<file path="config.mk">
export PLATFORM = sky130hd
export DESIGN_NAME = dcache_flat
export DESIGN_NICKNAME = d
export VERILOG_FILES = /design/src/hdl/mem_pkg.sv /design/src/hdl/dcache_if.sv /design/src/hdl/dcache.sv /design/src/flat_wrapper.sv
export SDC_FILE = /design/constraint.sdc
export NUM_CORES = 2
export LEC_CHECK = 0
export ABC_AREA = 1
export BUFFER_PORTS_ARGS = -buffer_cell sky130_fd_sc_hd__buf_2
export CORE_ASPECT_RATIO = 0.7
export CORE_UTILIZATION = 35
export CTS_CLUSTER_DIAMETER = 80
export DETAILED_ROUTE_END_ITERATION = 8
export RECOVER_POWER = 100
export SYNTH_ARGS = -nofsm -noshare
export SYNTH_HDL_FRONTEND = slang
export SYNTH_SLANG_ARGS = --single-unit
</file>
<file path="constraint.sdc">
create_clock -name clock -period 15.4 [get_ports clock]
set_clock_uncertainty 0.1 [all_clocks]
set_input_delay 3.08 -clock clock [delete_from_list [all_inputs] [get_ports clock]]
set_output_delay 3.08 -clock clock [all_outputs]
set_load 0.01 [all_outputs]
</file>
<file path="src/hdl/mem_pkg.sv">
// Shared types and constants for the data memory subsystem
package mem_pkg;

    ////////////////////
    // Memory bus
    ////////////////////

    // Command on the memory bus and on the cache interface
    typedef enum logic [1:0] {
        BUS_NONE  = 2'b00,
        BUS_LOAD  = 2'b01,
        BUS_STORE = 2'b10
    } bus_command_t;

    // Byte address space of the data side
    localparam int ADDR_BITS = 16;

    // Byte within a doubleword, ignored by cache and memory
    localparam int OFFSET_BITS = 3;

    ////////////////////
    // Data cache
    ////////////////////

    // Direct mapped, one doubleword per line
    localparam int CACHE_LINES = 32;
    localparam int INDEX_BITS  = $clog2(CACHE_LINES);

    // Whatever is left of the address above index and offset
    localparam int TAG_BITS = ADDR_BITS - INDEX_BITS - OFFSET_BITS;

    ////////////////////
    // Main memory
    ////////////////////

    // Response tag width, zero means no response
    localparam int MEM_TAG_BITS = 4;

    // Doublewords in main memory, covers the whole address space
    localparam int MEM_WORDS = 8192;

    // Cycles from command acceptance to the data beat
    localparam int MEM_LATENCY = 6;

    ////////////////////
    // Memory stage
    ////////////////////

    // Idle, waiting on the cache, reporting completion
    typedef enum logic [1:0] {
        STAGE_IDLE = 2'b00,
        STAGE_WAIT = 2'b01,
        STAGE_DONE = 2'b10
    } stage_state_t;

endpackage

</file>
<file path="src/hdl/dcache_if.sv">
// Request and response bundle between the memory stage and the data cache
`timescale 1ns/10ps

interface dcache_if import mem_pkg::*; ();

    // Stage to cache, held steady while a request is open
    bus_command_t         command;
    logic [ADDR_BITS-1:0] addr;
    logic [63:0]          store_data;

    // Cache to stage
    logic [63:0]          load_data;
    // High in the cycle the open request completes
    logic                 access_done;

    // Memory stage side
    modport stage (
        output command,
        output addr,
        output store_data,
        input  load_data,
        input  access_done
    );

    // Cache side
    modport cache (
        input  command,
        input  addr,
        input  store_data,
        output load_data,
        output access_done
    );

endinterface

</file>
<file path="src/hdl/dcache.sv">
// Direct-mapped write-through data cache with a single outstanding load miss
`timescale 1ns/10ps

module dcache import mem_pkg::*; (
    input  logic                    clock,
    input  logic                    reset,

    // Request from the memory stage
    dcache_if.cache                 cache_bus,

    // Command side of the memory bus
    output bus_command_t            mem_command,
    output logic [ADDR_BITS-1:0]    mem_addr,
    output logic [63:0]             mem_store_data,

    // Response side of the memory bus
    input  logic [MEM_TAG_BITS-1:0] mem_response,
    input  logic [63:0]             mem_load_data,
    input  logic [MEM_TAG_BITS-1:0] mem_data_tag
);

    ////////////////////
    // Line storage
    ////////////////////

    // Line contents and tags with one valid bit per line
    logic [63:0]         line_data  [CACHE_LINES];
    logic [TAG_BITS-1:0] line_tag   [CACHE_LINES];
    logic [CACHE_LINES-1:0] line_valid;

    // Address split into tag and index above the offset
    logic [TAG_BITS-1:0]   req_tag;
    logic [INDEX_BITS-1:0] req_index;

    assign {req_tag, req_index} = cache_bus.addr[ADDR_BITS-1:OFFSET_BITS];

    // Hit check against the indexed line
    logic line_hit;

    assign line_hit = line_valid[req_index] && (line_tag[req_index] == req_tag);

    ////////////////////
    // Miss tracking
    ////////////////////

    // Set once memory has accepted the load and cleared by the fill
    logic                    miss_pending;
    // Response tag memory gave for the outstanding load
    logic [MEM_TAG_BITS-1:0] miss_tag;

    logic load_miss;
    logic store_accepted;
    logic load_accepted;
    logic fill;

    assign load_miss = (cache_bus.command == BUS_LOAD) && !line_hit;

    // Memory takes a command when it answers with a nonzero tag
    assign store_accepted = (mem_command == BUS_STORE) && (mem_response != '0);
    assign load_accepted  = (mem_command == BUS_LOAD) && (mem_response != '0);

    // Data beat for our load
    assign fill = miss_pending && (mem_data_tag == miss_tag);

    // Command stays on the bus until memory takes it
    always_comb begin
        mem_command = BUS_NONE;
        if (cache_bus.command == BUS_STORE) begin
            mem_command = BUS_STORE;
        end else if (load_miss && !miss_pending) begin
            mem_command = BUS_LOAD;
        end
    end

    // Memory works on whole doublewords
    assign mem_addr       = {cache_bus.addr[ADDR_BITS-1:OFFSET_BITS], OFFSET_BITS'(0)};
    assign mem_store_data = cache_bus.store_data;

    // A filled miss shows up as a hit one cycle later
    assign cache_bus.access_done = ((cache_bus.command == BUS_LOAD) && line_hit)
                                   || store_accepted;
    assign cache_bus.load_data   = line_data[req_index];

    always_ff @(posedge clock) begin
        if (reset) begin
            miss_pending <= 1'b0;
            miss_tag     <= '0;
        end else if (load_accepted) begin
            miss_pending <= 1'b1;
            miss_tag     <= mem_response;
        end else if (fill) begin
            miss_pending <= 1'b0;
            miss_tag     <= '0;
        end
    end

    ////////////////////
    // Line updates
    ////////////////////

    // Valid bits
    always_ff @(posedge clock) begin
        if (reset) begin
            line_valid <= '0;
        end else if (store_accepted || fill) begin
            line_valid[req_index] <= 1'b1;
        end
    end

    // Store allocates the line and fill brings it in from memory
    always_ff @(posedge clock) begin
        if (store_accepted || fill) begin
            line_tag[req_index] <= req_tag;
        end
        if (store_accepted) begin
            line_data[req_index] <= cache_bus.store_data;
        end else if (fill) begin
            line_data[req_index] <= mem_load_data;
        end
    end

    ////////////////////
    // Checks
    ////////////////////

    // Bus goes quiet once the store is taken or the miss is filled
    a_bus_quiet: assert property (@(posedge clock) disable iff (reset)
        (store_accepted || fill) |=> (mem_command == BUS_NONE))
        else $error("dcache: memory command after the access was served");

    // Kept tag is never 0 and any beat during the miss carries it
    a_miss_tag: assert property (@(posedge clock) disable iff (reset)
        miss_pending |-> ((miss_tag != '0)
                          && ((mem_data_tag == '0) || (mem_data_tag == miss_tag))))
        else $error("dcache: kept response tag is zero or a foreign beat arrived");

endmodule

</file>
<file path="src/flat_wrapper.sv">
// flat-port wrapper written by rule: the top's interface ports become plain ports
module dcache_flat import mem_pkg::*;
  (clock, reset, mem_command, mem_addr, mem_store_data, mem_response, mem_load_data, mem_data_tag, cache_bus_command, cache_bus_addr, cache_bus_store_data, cache_bus_load_data, cache_bus_access_done);
  dcache_if cache_bus_i ();
  input  logic clock;
  input  logic reset;
  output bus_command_t mem_command;
  output logic [ADDR_BITS-1:0] mem_addr;
  output logic [63:0] mem_store_data;
  input  logic [MEM_TAG_BITS-1:0] mem_response;
  input  logic [63:0] mem_load_data;
  input  logic [MEM_TAG_BITS-1:0] mem_data_tag;
  input wire logic [$bits(cache_bus_i.command)-1:0] cache_bus_command;
  input wire logic [$bits(cache_bus_i.addr)-1:0] cache_bus_addr;
  input wire logic [$bits(cache_bus_i.store_data)-1:0] cache_bus_store_data;
  output wire logic [$bits(cache_bus_i.load_data)-1:0] cache_bus_load_data;
  output wire logic [$bits(cache_bus_i.access_done)-1:0] cache_bus_access_done;
  assign cache_bus_i.command = cache_bus_command;
  assign cache_bus_i.addr = cache_bus_addr;
  assign cache_bus_i.store_data = cache_bus_store_data;
  assign cache_bus_load_data = cache_bus_i.load_data;
  assign cache_bus_access_done = cache_bus_i.access_done;
  dcache u_core (.clock(clock), .reset(reset), .cache_bus(cache_bus_i), .mem_command(mem_command), .mem_addr(mem_addr), .mem_store_data(mem_store_data), .mem_response(mem_response), .mem_load_data(mem_load_data), .mem_data_tag(mem_data_tag));
endmodule
</file>
Word-level counts from Yosys, hierarchy flattened
Memories as Yosys holds them, arrays and structs flattened.
Index checks and enable logic that the tools add are counted.
{ "totals": {"register_bits": 37, "latchBits": 0, "mem_bits_rw": 2304, "rom_bits": 0, "inputBits": 156, "out_inout_bits": 147, "n_memories": 2} }
{ "mem_list": {"columns": ["name", "words", "word_bits", "rd", "rd_clocked_by_memory_dff", "write_ports", "line_no", "rtl"], "rows": [
  ["u_core.line_data", 32, 64, 1, 0, 1, "dcache.sv:27", "logic [63:0] line_data [CACHE_LINES];"],
  ["u_core.line_tag", 32, 8, 1, 0, 1, "dcache.sv:28", "logic [TAG_BITS-1:0] line_tag [CACHE_LINES];"]
]} }
{ "classes": {"n_addsub": 0, "multipliers": 0, "div": 0, "magnitude_cmp": 2, "eq_ne": 6, "shifts": 0, "mux": 18, "bitwise_logic": 2, "n_reduce_logical": 14} }
{ "op_table": {"columns": ["operator", "count"], "rows": [
  ["$mux 64", 1],
  ["$or 32x32->32", 1],
  ["$mux 1", 12],
  ["$eq 8x8->1", 1],
  ["$logic_and 1x1->1", 8],
  ["$mux 4", 2],
  ["$lt 5x6->1 const B", 1],
  ["$bmux 1 s5", 1],
  ["$demux 1 s5", 1],
  ["$ge 5x1->1 const B", 1],
  ["$eq 2x1->1 const B", 2],
  ["$eq 2x2->1 const B", 2],
  ["$eq 4x4->1", 1],
  ["$reduce_bool 4->1", 1],
  ["$logic_not 1->1", 2],
  ["$logic_or 1x1->1", 2],
  ["$mux 2", 1],
  ["$reduce_bool 2->1", 1],
  ["$or 1x1->1", 1]
]} }

Longest topological paths before layout
{ "depth": {"word_depth": 13, "depth_mapped": 20} }

Least setup slack after synthesis
OpenSTA, ideal clock, no wires.
{ "synth_path": {"path_type": "in2out", "from": "input cache_bus_addr[4]", "to": "output cache_bus_load_data[47]", "t_arrival_ns": 4.771, "required_time_ns": 12.220, "setup_slack_ns": 7.449, "cell_stages": 13, "path_cell_list": "buf_2 inv_2 nor2_1 buf_4 buf_6 buf_6 buf_6 clkbuf_1 a22oi_1 a21oi_1 or2_1 a211oi_1 nand2_1"} }
{ "synth_between": {"elab_chain_len": 1} }
{ "synth_lines": {"columns": ["item", "line_no", "rtl"], "rows": [
  ["from (decl)", "flat_wrapper.sv:14", "input wire logic [$bits(cache_bus_i.addr)-1:0] cache_bus_addr;"],
  ["$mem_v2 32x64", null, null],
  ["to (decl)", "flat_wrapper.sv:16", "output wire logic [$bits(cache_bus_i.load_data)-1:0] cache_bus_load_data;"]
]} }
Every way passes these cells.

Worst setup path in the final report
{ "layout_path": {"from": "input cache_bus_addr[6]", "to": "memory u_core.line_data[8][20] (enable)"} }
{ "layout_between": {"elab_chain_len": 13, "word_cells_on_any_way": 17, "cone_classes": "eq/ne: 2; mux: 8; bitwise: 1; reduce/logical: 5; memory: 1"} }
{ "layout_lines": {"columns": ["item", "line_no", "rtl"], "rows": [
  ["$mem_v2 32x8 / $bmux 1 s5 (equally long branches)", null, null],
  ["$eq 8x8->1 / $mux 1 (equally long branches)", "dcache.sv:40", "assign line_hit = line_valid[req_index] && (line_tag[req_index] == req_tag);"],
  ["$logic_and 1x1->1", "dcache.sv:40", null],
  ["$logic_not 1->1", "dcache.sv:56", "assign load_miss = (cache_bus.command == BUS_LOAD) && !line_hit;"],
  ["$logic_and 1x1->1", "dcache.sv:56", null],
  ["$logic_and 1x1->1", "dcache.sv:70", "end else if (load_miss && !miss_pending) begin"],
  ["$mux 1", "dcache.sv:70", null],
  ["$mux 2", "dcache.sv:68", "if (cache_bus.command == BUS_STORE) begin"],
  ["$eq 2x2->1", "dcache.sv:59", "assign store_accepted = (mem_command == BUS_STORE) && (mem_response != '0);"],
  ["$logic_and 1x1->1", "dcache.sv:59", null],
  ["$mux 1", "dcache.sv:115", "if (store_accepted) begin"],
  ["$mux 1, on equally long branches", "dcache.sv:116, dcache.sv:118", null],
  ["$or 1x1->1 (no source line)", null, null],
  ["to (decl)", "dcache.sv:27", null]
]} }
Several ways; a longest one is shown, not always the timed one. The select of a mux whose other input is x is not followed.

==> results.json <==
{
  "path_cells": "clkbuf_1, inv_1, nor3_4, buf_4, clkinvlp_2, clkbuf_1, nor2_1, clkbuf_1, clkbuf_2",
  "drive_gt1_frac": 0.0910,
  "ys_warn_count": 0,
  "worstHoldStart": "u_core.line_valid[7]",
  "reg2reg_from": "u_core.miss_tag[0]",
  "cp_common_cell": "clkbuf_1",
  "syn_inst": 5547,
  "syn_avg_cell_area_sq_um": 15.9,
  "synth_cell_types": 37,
  "start_util": 0.354,
  "rows": 153,
  "critical_path.top_delay_family": "buffers and inverters",
  "switchingPower_mw": 2.82,
  "sw_frac_of_total": 0.220,
  "ctsResizeCount": 0,
  "final_area_sq_um": 99100,
  "status": "finished with violations",
  "cts_hold_buf": 0,
  "post-place-ws_ns": 4.58,
  "first_iter_violations": 6256,
  "fillCellCount": 22600,
  "synth_edf_count": 2304,
  "setup_violations": 0,
  "total_power_mw": 12.8,
  "final_util": 0.397,
  "ys.flop_type": "edfxtp_1",
  "gr-total-overflow": 0,
  "cts_tree": "yes",
  "grtUsageTotal": 0.194,
  "wl_met1_um": 107000,
  "clock_latency_ns": 0.85,
  "cts_setup_buffers": 0,
  "crit_buf_inv": 7,
  "regArea_sq_um": 69900,
  "root_buffer": "clkbuf_16",
  "syn_to_final_growth_pct": 12.4,
  "reg2reg_slack_ns": 5.54,
  "wl_um": 254000,
  "worstSetupStartpoint": "cache_bus_addr[6]",
  "grt_pass1_wl_um": 359000,
  "clk_path_buf_depth": 3,
  "min-delay-path-class": "reg2reg",
  "dieArea_sq_um": 254000,
  "rsz0062_at_grt": "no",
  "seq_area_frac_synth": 0.793,
  "antenna_found_initial": 1,
  "critPathKind": "in2reg",
  "maxSlewHeadroom": -2.31,
  "netlist_top_cells_area": "edfxtp_1 (79%), a22oi_1 (8.8%), nand2_1 (3.4%)",
  "core-area_sq_um": 249000,
  "synth_top_cell_by_area": "edfxtp_1",
  "drtPass1Iterations": 6,
  "async_reset_ff_frac": 0,
  "hold_viol_final": 0,
  "synth-seq-cells": 2341,
  "end_kind": "register",
  "fp.dieH_um": 422,
  "fmax_mhz": 75.7,
  "p_per_area_nw_per_um2": 129,
  "violations": "capacitance limit, slew limit",
  "p_leak_nw": 31.3,
  "drtAntennaViolNets": 0,
  "crit_required_ns": 15.72,
  "fin_setup_tns_ns": 0,
  "arrival_ns": 13.53,
  "route.met2.wl_um": 120000,
  "diodes": 0,
  "p_clk_frac": 0.402,
  "top_layer_used": "met5",
  "wl_met3_um": 21600,
  "multi_input_area_sq_um": 16000,
  "first_global_vias": 49300,
  "cp_max_fo": 43,
  "vias": 51600,
  "grt_max_degree": 175,
  "ctsHtreeMaxLevel": 4,
  "power.share.sequential": 0.549,
  "timing.final.crit_share": 0.858,
  "drc": 0,
  "crit_path_start_kind": "primary input",
  "clkSinkCount": 2341,
  "clk_pin_slew_ns": 0.06,
  "power_frac_comb": 0.049,
  "via_per_inst": 5.57,
  "tightest_slew_ns": 4.97,
  "die_x_um": 602,
  "syn_area_sq_um": 88100,
  "place_area_sq_um": 92900,
  "dp_hpwl_um": 122000,
  "nets": 5911,
  "drv_cap": 91,
  "io_pins": 303,
  "critPathSlowestCell": "nor2_1",
  "io_buffer_count": 296,
  "cp_slowest_stage_delay_ns": 1.98,
  "fin_crit_ns": 13.21,
  "wl_per_cell_um": 27.4,
  "synth_top_area_share": 0.785,
  "layout_setup_ws_ns": 2.19,
  "slew_violations": 2886,
  "gp_congestion": 0.743,
  "cts_inserted_buffers": 211,
  "intPower_mw": 10.0,
  "vdd_drop_max_mv": 0.131
}
-- worst paths after layout --
kind,cells past startpoint,endpoint
max,9,u_core.line_data[8][20]
min,2,u_core.line_valid[7]
max reg2reg,13,u_core.line_data[6][42]
min reg2reg,2,u_core.line_valid[7]
-- cells in the mapped netlist, types with 2 or more instances --
cell and instances:
or2_0 20, inv_1 37, nor3_2 2, nand2_1 806
nand3b_1 4, a21o_1 3, dfxtp_1 37, a22oi_1 1031
o21ai_0 7, nor3_4 3, a211oi_1 25, inv_2 9
clkbuf_1 139, nand3_1 38, o21ai_1 3, nor2_2 2
nor4_1 45, or2_2 18, or2_1 29, buf_2 123
edfxtp_1 2304, nor3_1 40, mux2_2 64, nor4b_1 7
buf_6 8, a21oi_1 441, a22o_1 2, nand4_1 25
buf_1 55, nor2_1 119, buf_4 95
-- through the flow --
step	hold WS (ns)	cells
global placement	0.350	8874
CTS	0.375	9266
global route	0.393	9266
floorplan	0.341	5549
finish	0.375	9266
detailed placement	0.358	8874
-- flip-flops by register name, summed over array words and instances, names as in the netlist --
register / count
u_core.line_data: 2048
u_core.line_tag: 256
u_core.line_valid: 32
u_core.miss_pending: 1
u_core.miss_tag: 4
-- area by class of cell --
cell class / count / area share
clock buffer: 263 / 0.0555
multi-input combinational: 2742 / 0.162
clock inverter: 129 / 0.0126
tap: 3332 / 0.0421
inverter: 46 / 0.00197
sequential: 2341 / 0.706
timing repair buffer: 413 / 0.0201
-- cell families (layout without fill, tap and decap cells) --
logic type                Yosys count  in the layout  synth area share
AOI/OAI and AO/OA                1514           1514             0.116
xor gates and xnor gates            1              1         0.0000994
buffers and inverters             466            851            0.0263
DFF                              2341           2341             0.793
muxes                              64             64           0.00818
other                               1              3         0.0000426
and+or+nand+nor                  1160           1160            0.0557
-- cell usage in the layout (no fill, tap or decap), types with 50 or more instances in the layout --
master | synthesis | layout
edfxtp_1 | 2304 | 2304
buf_2 | 123 | 145
mux2_1 | 0 | 64
nand2_1 | 806 | 806
clkinv_1 | 0 | 50
nor2_1 | 119 | 100
a22oi_1 | 1031 | 1031
a21oi_1 | 441 | 441
clkbuf_1 | 139 | 272
clkbuf_16 | 0 | 211
-- power by group through the flow --
stage / clock network (mW) / logic, mW / registers (mW)
finish: 5.15 / 0.626 / 7.04
global route: 5.45 / 0.678 / 7.04
CTS: 5.21 / 0.646 / 7.04
detailed placement: 0 / 0.644 / 7.17
global placement: 0 / 0.635 / 7.17
floorplan: 0 / 0.371 / 7.17
-- worst reg2reg max path, stage by stage, from the launching register on --
cell and delay, ns:
dfxtp_1 0.33, inv_1 0.06, nand2_1 0.05, o21ai_0 0.07, nor4_1 0.35, nand2_1 0.23, nand2_1 0.26, inv_1 0.12
nor3_1 0.15, inv_1 0.06, clkbuf_1 0.36, nor2_1 2.82, clkbuf_1 1.97, clkbuf_1 2.39
-- layer usage --
metal | up-vias | track usage
met1 | 26600 | 0.277
met3 | 323 | 0.0296
met2 | 2585 | 0.316
li1 | 22100 | -
met4 | 2 | 0.0420
met5 | - | 0
Power figures use the tool's default switching activity.
