===== config.mk =====
export PLATFORM = sky130hd
export DESIGN_NAME = mem_stage_flat
export DESIGN_NICKNAME = d
export VERILOG_FILES = /design/src/hdl/mem_pkg.sv /design/src/hdl/dcache_if.sv /design/src/hdl/mem_stage.sv /design/src/flat_wrapper.sv
export SDC_FILE = /design/constraint.sdc
export NUM_CORES = 1
export LEC_CHECK = 0
export BUFFER_PORTS_ARGS = -buffer_cell sky130_fd_sc_hd__buf_2
export CAP_MARGIN = 20
export CORE_MARGIN = 8
export CORE_UTILIZATION = 38
export CTS_BUF_LIST = sky130_fd_sc_hd__clkbuf_8
export DETAILED_ROUTE_END_ITERATION = 16
export PLACE_DENSITY_LB_ADDON = 0.12
export SLEW_MARGIN = 20
export SYNTH_ARGS = -nofsm -noshare
export SYNTH_HDL_FRONTEND = slang
export SYNTH_SLANG_ARGS = --single-unit

===== constraint.sdc =====
create_clock -name clock -period 4.7 [get_ports clock]
set_clock_uncertainty 0.15 [all_clocks]
set_input_delay 0.235 -clock clock [delete_from_list [all_inputs] [get_ports clock]]
set_output_delay 0.235 -clock clock [all_outputs]
set_load 0.02 [all_outputs]

===== src/hdl/mem_pkg.sv =====
// Shared types and constants for the data memory subsystem
package mem_pkg;

    ////////////////////
    // Memory bus
    ////////////////////

    // Command on the memory bus and on the cache interface
    typedef enum logic [1:0] {
        BUS_NONE  = 2'b00,
        BUS_LOAD  = 2'b01,
        BUS_STORE = 2'b10
    } bus_command_t;

    // Byte address space of the data side
    localparam int ADDR_BITS = 16;

    // Byte within a doubleword, ignored by cache and memory
    localparam int OFFSET_BITS = 3;

    ////////////////////
    // Data cache
    ////////////////////

    // Direct mapped, one doubleword per line
    localparam int CACHE_LINES = 32;
    localparam int INDEX_BITS  = $clog2(CACHE_LINES);

    // Whatever is left of the address above index and offset
    localparam int TAG_BITS = ADDR_BITS - INDEX_BITS - OFFSET_BITS;

    ////////////////////
    // Main memory
    ////////////////////

    // Response tag width, zero means no response
    localparam int MEM_TAG_BITS = 4;

    // Doublewords in main memory, covers the whole address space
    localparam int MEM_WORDS = 8192;

    // Cycles from command acceptance to the data beat
    localparam int MEM_LATENCY = 6;

    ////////////////////
    // Memory stage
    ////////////////////

    // Idle, waiting on the cache, reporting completion
    typedef enum logic [1:0] {
        STAGE_IDLE = 2'b00,
        STAGE_WAIT = 2'b01,
        STAGE_DONE = 2'b10
    } stage_state_t;

endpackage


===== src/hdl/dcache_if.sv =====
// Request and response bundle between the memory stage and the data cache
`timescale 1ns/10ps

interface dcache_if import mem_pkg::*; ();

    // Stage to cache, held steady while a request is open
    bus_command_t         command;
    logic [ADDR_BITS-1:0] addr;
    logic [63:0]          store_data;

    // Cache to stage
    logic [63:0]          load_data;
    // High in the cycle the open request completes
    logic                 access_done;

    // Memory stage side
    modport stage (
        output command,
        output addr,
        output store_data,
        input  load_data,
        input  access_done
    );

    // Cache side
    modport cache (
        input  command,
        input  addr,
        input  store_data,
        output load_data,
        output access_done
    );

endinterface


===== src/hdl/mem_stage.sv =====
// Memory pipeline stage holding one load or store until the cache finishes it
`timescale 1ns/10ps

module mem_stage import mem_pkg::*; (
    input  logic                 clock,
    input  logic                 reset,

    // Request from the pipeline
    input  logic                 req_valid,
    input  logic                 req_store,
    input  logic [ADDR_BITS-1:0] req_addr,
    input  logic [63:0]          req_data,

    // Back to the pipeline
    output logic                 stall,
    output logic                 done,
    output logic [63:0]          load_data,

    // To the data cache
    dcache_if.stage              cache_bus
);

    ////////////////////
    // Request capture
    ////////////////////

    stage_state_t         state;
    bus_command_t         held_command;
    logic [ADDR_BITS-1:0] held_addr;
    logic [63:0]          held_data;
    logic [63:0]          held_load_data;
    logic                 take;

    // Busy from the cycle after capture until done has been shown
    assign stall = (state != STAGE_IDLE);
    assign take  = req_valid && !stall;

    // Payload, no reset needed
    always_ff @(posedge clock) begin
        if (take) begin
            held_command <= req_store ? BUS_STORE : BUS_LOAD;
            held_addr    <= req_addr;
            held_data    <= req_data;
        end
        // Keep what the cache returns as the access completes
        if ((state == STAGE_WAIT) && cache_bus.access_done) begin
            held_load_data <= cache_bus.load_data;
        end
    end

    ////////////////////
    // Stage FSM
    ////////////////////

    always_ff @(posedge clock) begin
        if (reset) begin
            state <= STAGE_IDLE;
        end else begin
            case (state)
                STAGE_IDLE: begin
                    if (take) begin
                        state <= STAGE_WAIT;
                    end
                end
                STAGE_WAIT: begin
                    if (cache_bus.access_done) begin
                        state <= STAGE_DONE;
                    end
                end
                default: begin
                    state <= STAGE_IDLE;
                end
            endcase
        end
    end

    // Command only while waiting, so it drops right after access_done
    assign cache_bus.command    = (state == STAGE_WAIT) ? held_command : BUS_NONE;
    assign cache_bus.addr       = held_addr;
    assign cache_bus.store_data = held_data;

    // One cycle pulse, data valid alongside it
    assign done      = (state == STAGE_DONE);
    assign load_data = held_load_data;

    // done only follows a completed access, never an idle cycle
    a_done_after_access: assert property (@(posedge clock) disable iff (reset)
        done |-> ($past(state) == STAGE_WAIT) && $past(cache_bus.access_done))
        else $error("mem_stage: done without a completed cache access");

endmodule


===== src/flat_wrapper.sv =====
// flat-port wrapper written by rule: the top's interface ports become plain ports
module mem_stage_flat import mem_pkg::*;
  (clock, reset, req_valid, req_store, req_addr, req_data, stall, done, load_data, cache_bus_command, cache_bus_addr, cache_bus_store_data, cache_bus_load_data, cache_bus_access_done);
  dcache_if cache_bus_i ();
  input  logic clock;
  input  logic reset;
  input  logic req_valid;
  input  logic req_store;
  input  logic [ADDR_BITS-1:0] req_addr;
  input  logic [63:0] req_data;
  output logic stall;
  output logic done;
  output logic [63:0] load_data;
  output wire logic [$bits(cache_bus_i.command)-1:0] cache_bus_command;
  output wire logic [$bits(cache_bus_i.addr)-1:0] cache_bus_addr;
  output wire logic [$bits(cache_bus_i.store_data)-1:0] cache_bus_store_data;
  input wire logic [$bits(cache_bus_i.load_data)-1:0] cache_bus_load_data;
  input wire logic [$bits(cache_bus_i.access_done)-1:0] cache_bus_access_done;
  assign cache_bus_command = cache_bus_i.command;
  assign cache_bus_addr = cache_bus_i.addr;
  assign cache_bus_store_data = cache_bus_i.store_data;
  assign cache_bus_i.load_data = cache_bus_load_data;
  assign cache_bus_i.access_done = cache_bus_access_done;
  mem_stage u_core (.clock(clock), .reset(reset), .req_valid(req_valid), .req_store(req_store), .req_addr(req_addr), .req_data(req_data), .stall(stall), .done(done), .load_data(load_data), .cache_bus(cache_bus_i));
endmodule

==> results of run 1 <==
[stage by stage]
step	util (%)	std cells	hold slack [ns]
3_3_place_gp	53.9	601	0.262
2_1_floorplan	-	160	0.170
3_5_place_dp	53.9	601	0.263
[cells by family after synthesis]
logic type,synth area share (%)
DFF,98.4
and+or+nand+nor,1.22
buffers and inverters,0.167
AOI/OAI and AO/OA,0.223
[synth_stat cells]
master       n
edfxtp_1   146
and2_1       3
dfxtp_1      2
inv_1        2
nor2_1       2
a2111oi_1    1
and2b_1      1
and3b_1      1
nor2b_1      1
or2_2        1
==> summary.md, run 1 <==
The congestion estimate from routability-driven global placement came to 0.759. CTS saw 148 sinks. Port buffering added 296 buffers.

In the post-synthesis netlist, the biggest area contributors are edfxtp_1 97%, dfxtp_1 0.89%, and2_1 0.42%. The share of the synthesized area in the top cell type works out to 97.5%. The tools report the placement-stage worst setup slack as 2.30 ns. The average instance in the mapped netlist occupies 28.1 µm². The overall die width is 125 µm, and the cell area after synthesis is 4500 µm².

The tool reported: "[ERROR RSZ-0060] Max buffer count reached". CTS placed an instance of clkbuf_8 at the clock tree root. The I/O pin total was 297. Yosys mapped the design onto 10 distinct sky130hd cell types.

In this run the vertical extent of the chip is 125 µm. The stopping stage was clock tree synthesis. The run stopped with a tool error. The initial utilization of the core area, before any placement, comes to 39.2%. The floorplan has 39 rows. Cell type contributing the most total cell area after synthesis: edfxtp_1. The logs give 0 for the number of buffers added for setup after CTS and 17 for the CTS buffer count. Counting flops and latches in the post-synthesis netlist gives 148.

The placed instances occupy a cell area of 6180 µm². Post-cts gate resize count: 0. The number of hold buffers added after CTS was 127. The H-tree generated during clock tree synthesis spans 4 levels. After synthesis, flip-flops and latches occupy 98.4% of the total area.

During synthesis, Yosys emitted a total of 0 warnings. Synthesis handed over a netlist of 160 instances. The number of nets in the synthesized netlist is 309, and the maximum number of buffers from clock root to sink is 2.
==> inputs of run 2 (changes only) <==
Settings changed: CORE_UTILIZATION 38 to 23, CTS_BUF_LIST sky130_fd_sc_hd__clkbuf_8 to default, PLACE_DENSITY_LB_ADDON 0.12 to 0.15.
Clock period 4.7 ns to 6.1 ns, I/O delays scaled along.
==> run 2 against run 1 <==
Effect of this change: the run now ends clean; area after synthesis did not move; synthesized cell count did not move.
==> summary.md, run 2 <==
The run finished with clean final reports. Critical path's top delay family: buffers and inverters. Of all nets on the critical path, the largest fanout is 82.

The top cell types in the final layout, fill and taps aside, are 296 x buf_2, 148 x dlygate4sd3_1, 146 x edfxtp_1. The detail route stage leaves a number of antenna-violating nets equal to 0. For the total clock sinks, the log shows 148 (unchanged). The number of placement rows was 51 (+31%).

The number of buffer and inverter stages on the critical path works out to 1. Global routing consumed, on the met3 layer, 7.34% of the routing resources. The cell sitting at the root of the clock tree is a clkbuf_16. At the worst endpoint, the arrival time is 2.00 ns. The total of warnings raised by yosys came out at 0 (unchanged). Setup slack after layout: 3.97 ns. The run gives 297 (unchanged) as the I/O pin total.

The basic-gate share of the synthesized area counting and, or, nand and nor cells is 1.22% (unchanged), and the post-synthesis adder-cell area fraction is 0% (unchanged). The tool flagged a number of max-cap violations equal to 0. At the pin with the least slew margin, the transition time is 1.05 ns.

The final layout contains 774 nets. The number of unique standard cell types used by synthesis came out at 10 (unchanged). The mean area per synthesized cell is 28.1 µm² (unchanged). The class of the most critical hold timing path was primary input to flip-flop. The layer carrying the most global-route usage was met2.

Summed over all failing endpoints, the final setup total negative slack is 0 ns. The synthesized-area fraction occupied by ao, oa, aoi and oai cells is 0.223% (unchanged), and the number of buffers added for setup after CTS is 0 (unchanged). The tools report the core area as 19300 µm².

The share of synthesized registers carrying an async set or reset is 0% (unchanged). The delay of the slowest cell on the worst path is 0.75 ns. Counting instances in the post-synthesis netlist gives the leading cell types as 146 x edfxtp_1, 3 x and2_1, 2 x dfxtp_1, 2 x inv_1, 2 x nor2_1.

Cell area after synthesis: 4500 µm² (unchanged). The number of global-route vias before repair was 3841. The run gives 24300 µm² as the total die area. The critical path goes through or2_2 -> nor2_4 -> buf_4.

The repair_antennas step left the layout with diodes totalling 0. Ranked by total cell area, the synthesized netlist is headed by edfxtp_1 97%, dfxtp_1 0.89%, and2_1 0.42%. For the required time at the endpoint of the critical path, the log shows 5.97 ns.

In this run the tightest slew margin relative to its limit is 30.3%. The total count of hold-check failures in the final report was 0; the portion of the post-synthesis area used by sequential elements was 98.4% (unchanged). Relative to the synthesized area, the layout overhead comes to 86.5%.

The run gives 18.2% as the met2 usage. The top flip-flop cell by instance count after synthesis was edfxtp_1. The shortest period the worst path allows is 2.13 ns.

The run gives 83 as the maximum number of pins on one net before global-route repair. Leading cell type in the layout, fill and taps excluded: buf_2. The analysis attributes to cell leakage a power of 0.00351 µW.

Across every metal layer, demand over resource in global routing totals 11.8%. The overall die width works out to 156 µm (+25%). Main combinational cell family by area after synthesis: simple AND/OR/NAND/NOR gates. Measured in cells, the most critical reg-to-reg path has a length of 3. The number of fill cells is 1698, and the total via count in the routed design is 3355. The number of enable flip-flop cells after synthesis is 146 (unchanged), and the met1 usage in global routing is 12.9%.

The synthesized-area fraction occupied by xor and xnor cells is 0% (unchanged), and the remaining design rule violation count is 0. The most common cell in the synthesized netlist is edfxtp_1. The post-cts gate resize count came out at 0 (unchanged).

The cell count of the worst hold path was 2; the total iterations of the first detailed-routing run was 5. The worst voltage drop across the vdd grid was 0.000169 V. The share of the synthesized area in the top cell type is 97.5% (unchanged), and the synthesis-stage register bit count is 148 (unchanged).

The placement-stage worst setup slack came out at 3.99 ns (+1.68 ns). By startpoint and endpoint, the worst setup path is classified as flip-flop to flip-flop. Fraction of synthesized area in multiplexers: 0% (unchanged). The instance count of the mapped netlist was 160 (unchanged). The worst path uses 34.9% of the clock period. The first-pass GRT wire length is 21800 µm. The run gives 8390 µm² as the final design area excluding fillers. STA classifies the critical path endpoint as a flip-flop. Areal power density over the cells: 296 nW/µm².

Counting buffers and inverters, the worst setup path is 3 cells deep. Summed over all layers, the routed wires come to 14600 µm. Cells fill 43.4% of the core in the end. Setup violations remaining at the end of the flow were counted as 0. TritonCTS built the clock tree.

Clock latency on the worst-skew pair, taken at its later pin, is 0.40 ns. Cell type of the slowest stage on the worst timing path: buf_4. After clock tree synthesis, the clock-pin slew on the worst setup and hold paths is 0.07 ns. After detailed routing, the number of vias per cell comes to 3.72. Area after detailed placement: 6330 µm² (+2.5%).

For the level count of the clock H-tree, the log shows 4 (unchanged). The startpoint class of the critical path was a flip-flop. The fraction of layout instances using a drive strength above 1 came out at 52.0%. HPWL after detailed placement: 10400 µm. The count of input and output buffers works out to 296 (unchanged). The max-slew violation count was 0.

The starting density of the core was 23.3% (-16 points). The logs give 0 for the number of antenna violations at the first check in global routing and 17 (unchanged) for the CTS buffer count. For this block, the initial DRC count from the detailed router was 154.

The tools report the global placement routability congestion as 0.801 (+5.5%). After detailed routing, the average wire length per cell comes to 16.2 µm. For this run, the top clock speed supported by timing is 470 MHz. The total congestion overflow after global routing was 0.

For the maximum number of buffers from clock root to sink, the log shows 2 (unchanged). Setup repair after global routing left no endpoint under its margin. The number of nets in the synthesized netlist was 309 (unchanged). The die outline height works out to 156 µm (+25%). Cell type contributing the most total cell area after synthesis: edfxtp_1.
run 2: cell counts after synthesis:
No cell type changed its count.
run 2: worst paths after layout:
check / startpoint / slack [ns] / to
worst max-delay path: u_core.state[1] / 3.97 / u_core.cache_bus.store_data[14]
worst min-delay path: req_data[50] / 0.45 / u_core.cache_bus.store_data[50]
worst max register to register: u_core.state[1] / 3.97 / u_core.cache_bus.store_data[14]
worst min register to register: u_core.state[1] / 0.52 / u_core.state[1]
run 2: logic make-up after synthesis:
family,count (synthesis)
AO/OA/AOI/OAI,1
buffers and inverters,2
flip-flops,148
AND/OR/NAND/NOR,9
run 2: layout make-up:
cell class	instances	area (µm²)	share of cell area [%]
tap	265	332	3.95
timing repair buffer	446	2980	35.5
clock buffer	17	425	5.07
inverter	2	7.51	0.0895
multi-input combinational	10	73.8	0.880
clock inverter	15	148	1.76
sequential	148	4420	52.7
run 2: worst reg2reg max path, cell delays in order (launching register included):
cell     delay [ns]
dfxtp_1        0.33
or2_2          0.33
nor2_4         0.08
buf_4          0.75
run 2: power by group:
group          internal (µW)  total, µW  switching (µW)
clock network            574       1000             430
registers               1190       1200            13.9
logic                    131        279             148
run 2: metrics by stage:
| step | hold slack, ns | power (µW) | instances |
|---|---|---|---|
| floorplan | 0.240 | 1320 | 160 |
| global placement | 0.294 | 1430 | 723 |
| detailed placement | 0.313 | 1430 | 723 |
| CTS | 0.421 | 2520 | 903 |
| global route | 0.428 | 2590 | 903 |
| finish | 0.452 | 2480 | 903 |
run 2: layer usage:
metal / up-vias / part of all wire (%) / routed length, µm
li1: 1575 / - / -
met1: 1544 / 38 / 5570
met2: 227 / 45 / 6540
met3: 9 / 16 / 2360
met4: 0 / 1.2 / 173
met5: - / 0 / 0
run 2: timing repair:
action / in CTS / in global routing
setup endpoints to repair: 0 / 0
hold buffers: 148 / 0
hold endpoints to repair: 148 / 0
(Power assumes the default switching activity.)
==> inputs of run 3 (changes only) <==
Clock period 6.1 ns to 1.93 ns, I/O delays scaled along.
==> run 3 against run 2 <==
Effect of this change: die area unchanged; first-iteration DRC count is 7.8% lower; clock-buffer cell count increased by 1; via count barely moved; power rose to 3.1 times the previous value; global-route usage fell by 0.066 points; critical path depth unchanged; utilization increased by 0.25 points; sequential share of layout area down 0.29 points; critical path type unchanged; highest routed layer unchanged.
==> summary.md, run 3 (synthesis gave the netlist of run 2 again) <==
The run finished with clean final reports. Average routed wire per standard cell: 16.1 µm (-0.56%). The remaining design rule violation count is 0 (unchanged). Leading cell type in the layout, fill and taps excluded: buf_2. Setup repair after global routing left no endpoint under its margin. The tools report the required time at the endpoint of the critical path as 1.85 ns (-4.12 ns).

Die outline height: 156 µm (unchanged). The critical path capture point type was a flip-flop. The starting DRC count in detailed routing came out at 142 (-7.8%). CTS placed an instance of clkbuf_16 at the clock tree root. For the number of placement rows, the log shows 51 (unchanged). The I/O pin total is 297 (unchanged), and the path depth of the worst reg2reg path is 3 (unchanged). The leakage dissipation is 0.00351 µW (+0.17%).

The highest net fanout along the worst path works out to 64 (-22%). The terminating pin of the worst hold path is u_core.cache_bus.addr[0]. The number of global-route vias before repair came out at 3834 (-0.18%).

The tools report the launch point of the worst reg-to-reg path as u_core.state[0]. The logs give 23.3% (unchanged) for the starting density of the core and 777 (+0.39%) for the final layout net count. The total chip power is 7730 µW (+210%). The net load switching power is 1780 µW (+200%).

Max-cap check violation count: 0 (unchanged). The number of buffers inserted by hold repair at cts was 149 (+0.68%); the internal power of the cells was 5950 µW (+210%). The proportion of total power due to net switching works out to 23.0% (-0.78 points).

The total via count in the routed design is 3356 (+0.030%), and the count of input and output buffers is 296 (unchanged). The area after detailed placement came out at 6400 µm² (+1.1%). The slew of the pin with the lowest slew margin works out to 0.351 ns (-0.695 ns). The run gives 24300 µm² (unchanged) as the total die area. Compared with the post-synthesis result, the final layout area differs by 87.6%. The areal power density over the cells was 916 nW/µm² (+210%); the area taken by multi-input logic gates was 77.6 µm² (+5.1%).

The global placement routability congestion came out at 0.803 (+0.25%). The run gives 8440 µm² (+0.58%) as the final design area excluding fillers. The HPWL after detailed placement was 10600 µm (+1.2%). TritonCTS built the clock tree. Leaving out fill and tap cells, the most frequent cells in the layout are 296 x buf_2, 149 x dlygate4sd3_1, 146 x edfxtp_1. The number of antenna violations at the first check in global routing is 1 (+1).

The shortest period the worst path allows is 1.63 ns (-0.503 ns). By startpoint and endpoint, the worst setup path is classified as flip-flop to flip-flop. The logs give 0 (unchanged) for the remaining number of nets flagged by the antenna check after routing and 0 (unchanged) for the post-cts gate resize count.

The tools report the fraction of power consumed by the clock network as 39.2% (-1.2 points). The tightest min-delay check is of the primary input to flip-flop type. The run gives 615 MHz (+31%) as the peak clock frequency supported by timing.

The cell count of the worst hold path is 2 (unchanged). The register area is 4430 µm² (about the same), and the vias per cell is 3.70 (-0.30%). The worst voltage drop across the vdd grid is 0.000569 V (+240%). The run gives 11.8% (+0.6 points) as the share of total power in combinational logic. Core area: 19300 µm² (unchanged). The final cycle utilization of the critical path was 84.2% (+49 points); the level count of the clock H-tree was 4 (unchanged). For the total iterations of the first detailed-routing run, the log shows 4 (-1). The logs give 0 (unchanged) for the total setup violations reported at the end of the flow and 17 (unchanged) for the CTS buffer count.

The worst hold path begins at req_addr[0]. The sequential group share of total power was 49.0% (+0.7 points); the fraction of layout instances using a drive strength above 1 was 51.6% (-0.48 points). The total count of hold-check failures in the final report was 0 (unchanged); the number of buffers added for setup after CTS was 0 (unchanged). The number of fill cells was 1732 (+2.0%); the overall die width was 156 µm (unchanged). The endpoint of the most critical register-to-register path is u_core.load_data[44]. The maximum number of pins on one net before global-route repair was 65 (-22%); the clock edge transition at the registers on the reported setup and hold paths was 0.06 ns (about the same). Total congestion overflow after global routing: 0 (unchanged).

Max-slew violation count: 0 (unchanged). The maximum number of buffers from clock root to sink is 2 (unchanged), and the later-pin clock latency in the skew report is 0.40 ns (about the same). STA classifies the critical path startpoint as a flip-flop. The global-route usage over all layers is 11.7% (-0.066 points), and the total clock sinks is 148 (unchanged).

The tools report the final standard cell utilization of the core as 43.6% (+0.25 points). For the max-slew headroom at the worst pin, the log shows 76.5% (+46 points). The signal arrival time at the worst endpoint came out at 1.55 ns (-0.45 ns). The first-pass GRT wire length was 21800 µm (-0.32%); the register-to-register setup slack was 0.30 ns (-3.67 ns). The run gives 14600 µm (-0.23%) as the total wire length.
[run 3: worst max-delay path: stages, from the launching register on]
cell	delay, ns
dfxtp_1	0.37
nor2b_1	0.24
and2_4	0.19
buf_12	0.27
[run 3: power by group through the flow]
stage	clock network, µW	registers, µW	logic (µW)
global route	3290	3800	976
floorplan	0	4070	84.0
finish	3030	3790	912
CTS	3150	3790	926
global placement	0	3850	679
detailed placement	0	3860	683
[run 3: through the flow]
step | setup TNS (ns) | setup slack (ns) | std cells | hold WS (ns)
final | 0 | 0.304 | 906 | 0.244
after global routing | 0 | 0.191 | 906 | 0.217
after CTS | 0 | 0.261 | 905 | 0.215
after floorplan | -38.67 | -0.472 | 160 | 0.0296
after detailed placement | 0 | 0.299 | 725 | 0.125
after global placement | 0 | 0.295 | 725 | 0.123
[run 3: routing by layer]
layer,part of all wire [%],global-route usage (%)
met5,0,0
met4,1.8,4.62
met3,16,7.59
met2,45,18.3
met1,38,12.4
[run 3: layout make-up]
class / count / area share [%]
diodes: 1 / 0.0297
clock buffers: 18 / 5.09
clock inverters: 13 / 1.31
inverters: 2 / 0.0890
multi-input cells: 10 / 0.919
flip-flops and latches: 148 / 52.5
well taps: 265 / 3.93
repair buffers: 449 / 36.2
[run 3: how the worst max path moves through the flow]
stage                    startpoint                               to  slack, ns  depth (start not counted)
global placement    u_core.state[1]        u_core.cache_bus.addr[11]       0.30                          3
detailed placement  u_core.state[1]  u_core.cache_bus.store_data[51]       0.30                          3
CTS                 u_core.state[1]         u_core.cache_bus.addr[4]       0.26                          3
floorplan           u_core.state[1]         u_core.cache_bus.addr[0]      -0.47                          2
finish              u_core.state[0]             u_core.load_data[44]       0.30                          3
global route        u_core.state[0]             u_core.load_data[30]       0.19                          3
==> inputs of run 4 (changes only) <==
Clock period 1.93 ns to 1.4 ns, I/O delays scaled along.
==> run 4 against run 3 <==
Effect of this change: first-iteration DRC count rose by 18%; critical endpoint is now u_core.cache_bus.store_data[58]; highest routed layer unchanged; the flow now finishes with violations (setup timing); global-route usage rose by 0.73 points; clock power rose by 48%; combinational power rose by 52%.
==> summary.md, run 4 (synthesis gave the netlist of run 2 again) <==
The proportion of total power due to net switching works out to 23.2% (+0.13 points). The maximum number of buffers from clock root to sink was 2 (unchanged); the register-to-register setup slack was -0.11 ns (-0.42 ns). Fraction of layout instances using a drive strength above 1: 54.2% (+2.6 points). The tools report the cell total after placement as 737 (+1.7%). The total wire length came out at 15400 µm (+5.6%). For the level count of the clock H-tree, the log shows 4 (unchanged). The library cell used most frequently in the layout, excluding fill and tap cells, is buf_2. The total chip power was 11100 µW (+43%).

The maximum number of pins on one net before global-route repair was 22 (-66%). Starting DRC count in detailed routing: 168 (+18%). The number of buffer and inverter stages on the critical path came out at 2 (+1).

The clock edge transition at the registers on the reported setup and hold paths came out at 0.06 ns (about the same). The tools report the launch point of the worst reg-to-reg path as u_core.state[1]. Leaving out fill and tap cells, the most frequent cells in the layout are 293 x buf_2, 148 x dlygate4sd3_1, 146 x edfxtp_1.

For the share of total power in combinational logic, the log shows 12.5% (+0.7 points). STA classifies the critical path endpoint as a flip-flop. The area growth from synthesis to layout is 94.6%. The HPWL after detailed placement was 11200 µm (+6.2%); the final standard cell count with taps included and fillers excluded was 922 (+1.8%).

The signal arrival time at the worst endpoint came out at 1.49 ns (-0.06 ns). The die outline height is 156 µm (unchanged), and the final layout net count is 794 (+2.2%). Number of fill cells: 1645 (-5.0%).

The peak clock frequency supported by timing was 662 MHz (+7.6%). The tools report the number of global-route vias before repair as 4055 (+5.8%). The flow ran to the end, but the final reports show violations. The run gives 6520 µm² (+1.8%) as the area after detailed placement. For the required time at the endpoint of the critical path, the log shows 1.38 ns (-0.47 ns).

The critical path's top delay family was simple AND/OR/NAND/NOR gates. The delay of the slowest cell on the worst path works out to 0.35 ns (-0.02 ns). The tools report the net load switching power as 2570 µW (+44%).

In this run the worst setup path terminates at u_core.cache_bus.store_data[58]. The worst setup path is launched from a flip-flop. The logs give 0 (unchanged) for the max-slew violation count and 51 (unchanged) for the number of placement rows.

Area taken by multi-input logic gates: 90.1 µm² (+16%). The final reports fail on setup timing. Number of antenna violations at the first check in global routing: 0 (-1).

The total congestion overflow after global routing was 0 (unchanged); the register area was 4430 µm² (about the same). The remaining number of nets flagged by the antenna check after routing is 0 (unchanged), and the global placement routability congestion is 0.813 (+1.3%). The endpoint of the most critical register-to-register path was u_core.cache_bus.store_data[58]. The I/O pin total was 297 (unchanged). The critical path launch point was u_core.state[1]. The tools report the remaining design rule violation count as 0 (unchanged). The cell type of the slowest stage on the worst timing path is dfxtp_2. The tools report the total setup violations reported at the end of the flow as 112 (+112). Vias per cell: 3.78 (+2.0%). The run gives 12.5% (+0.73 points) as the global-route usage over all layers.

The starting density of the core was 23.3% (unchanged); the CTS buffer count was 17 (unchanged). The slew of the pin with the lowest slew margin came out at 0.293 ns (-0.0582 ns). The count of input and output buffers came out at 296 (unchanged).

The run gives 23000 µm (+5.8%) as the first-pass GRT wire length. The average routed wire per standard cell is 16.7 µm (+3.8%), and the total via count in the routed design is 3484 (+3.8%). The logs give 148 (unchanged) for the total clock sinks and 40.3% (+1.1 points) for the fraction of power consumed by the clock network. The run gives 0 (-1) as the final antenna diode count. Setup repair after global routing could not meet its margin everywhere.

Highest net fanout along the worst path: 10 (-84%). The critical path goes through or2_4 -> nor2_4 -> buf_12 -> clkbuf_16. Type of the worst setup path: flip-flop to flip-flop.

The logs give 0 (unchanged) for the max-cap check violation count and 8510 µW (+43%) for the internal power of the cells. The tools report the worst voltage drop across the vdd grid as 0.000783 V (+38%). The shortest period the worst path allows is 1.51 ns (-0.115 ns). The setup slack after layout came out at -0.111 ns (-0.415 ns). Clock tree synthesis selected as its root buffer the cell clkbuf_16. The later-pin clock latency in the skew report was 0.40 ns (about the same); the total iterations of the first detailed-routing run was 4 (unchanged). The max-slew headroom at the worst pin was 80.4% (+3.9 points); the total count of hold-check failures in the final report was 0 (unchanged). The areal power density over the cells is 1270 nW/µm² (+38%).

The leakage dissipation was 0.00368 µW (+4.7%); the total die area was 24300 µm² (unchanged). The final cycle utilization of the critical path came out at 108% (+24 points). The worst hold path belongs to the class primary input to flip-flop. The sequential group share of total power came out at 47.2% (-1.8 points). The overall die width was 156 µm (unchanged).

The core area was 19300 µm² (unchanged). The final standard cell utilization of the core is 45.3% (+1.6 points), and the critical path depth in cells is 4 (+1). TritonCTS built the clock tree.

The placement-stage worst setup slack is -0.114 ns (-0.413 ns). Path depth of the worst reg2reg path: 4 (+1). For the final design area excluding fillers, the log shows 8750 µm² (+3.7%).
[run 4: changes by cell type in the layout (fill, tap and decap cells not counted), moves of 3 or more]
cell / previous run / this run
clkinvlp_4: 4 / 1
buf_12: 4 / 7
buf_6: 0 / 6
inv_6: 3 / 6
buf_4: 0 / 7
clkinv_1: 4 / 1
buf_2: 296 / 293
[run 4: layout make-up]
class / count / area share, %
clock inverter: 14 / 1.73
timing repair buffer: 466 / 37.9
sequential: 148 / 50.6
inverter: 2 / 0.0858
clock buffer: 17 / 4.86
multi-input combinational: 10 / 1.03
tap: 265 / 3.79
[run 4: per-stage QoR]
step	TNS (ns)	hold slack [ns]
6_report	-8.00	0.209
4_1_cts	-10.38	0.186
5_1_grt	-14.00	0.189
3_5_place_dp	-8.61	0.0981
2_1_floorplan	-97.65	0.00306
3_3_place_gp	-6.70	0.0969
[run 4: how the worst min path moves through the flow]
stage / startpoint / to / slack [ns] / cells past startpoint
CTS: req_data[9] / u_core.cache_bus.store_data[9] / 0.19 / 2
global route: req_data[9] / u_core.cache_bus.store_data[9] / 0.19 / 2
global placement: req_data[19] / u_core.cache_bus.store_data[19] / 0.1 / 1
floorplan: reset / u_core.state[0] / 0.003 / 1
detailed placement: cache_bus_load_data[31] / u_core.load_data[31] / 0.1 / 1
finish: req_data[9] / u_core.cache_bus.store_data[9] / 0.21 / 2
[run 4: worst register-to-register path, cell delays in order, from the launching register on]
cell,delay [ns]
dfxtp_2,0.35
or2_4,0.27
nor2_4,0.13
buf_12,0.17
clkbuf_16,0.18
[run 4: per-layer routing]
layer | track usage, % | vias to the layer above | wire (µm)
met5 | 0 | - | 0
met3 | 8.14 | 9 | 2460
li1 | - | 1620 | -
met4 | 4.48 | 0 | 162
met2 | 20.1 | 225 | 7170
met1 | 12.8 | 1630 | 5640
[run 4: repair_timing]
action,4_1_cts,5_1_grt
gates resized for setup,15,6
hold buffers,148,0
endpoints found under the hold margin,148,0
gates cloned,1,2
setup buffers,3,1
setup endpoints to repair,147,133
pin swaps,1,3
[run 4: power groups by stage]
| stage | clock network (µW) | logic, µW | registers (µW) |
|---|---|---|---|
| after floorplan | 0 | 116 | 5610 |
| after global placement | 0 | 998 | 5320 |
| after detailed placement | 0 | 1000 | 5320 |
| after CTS | 4620 | 1380 | 5230 |
| after global routing | 4800 | 1480 | 5250 |
| final | 4470 | 1390 | 5220 |
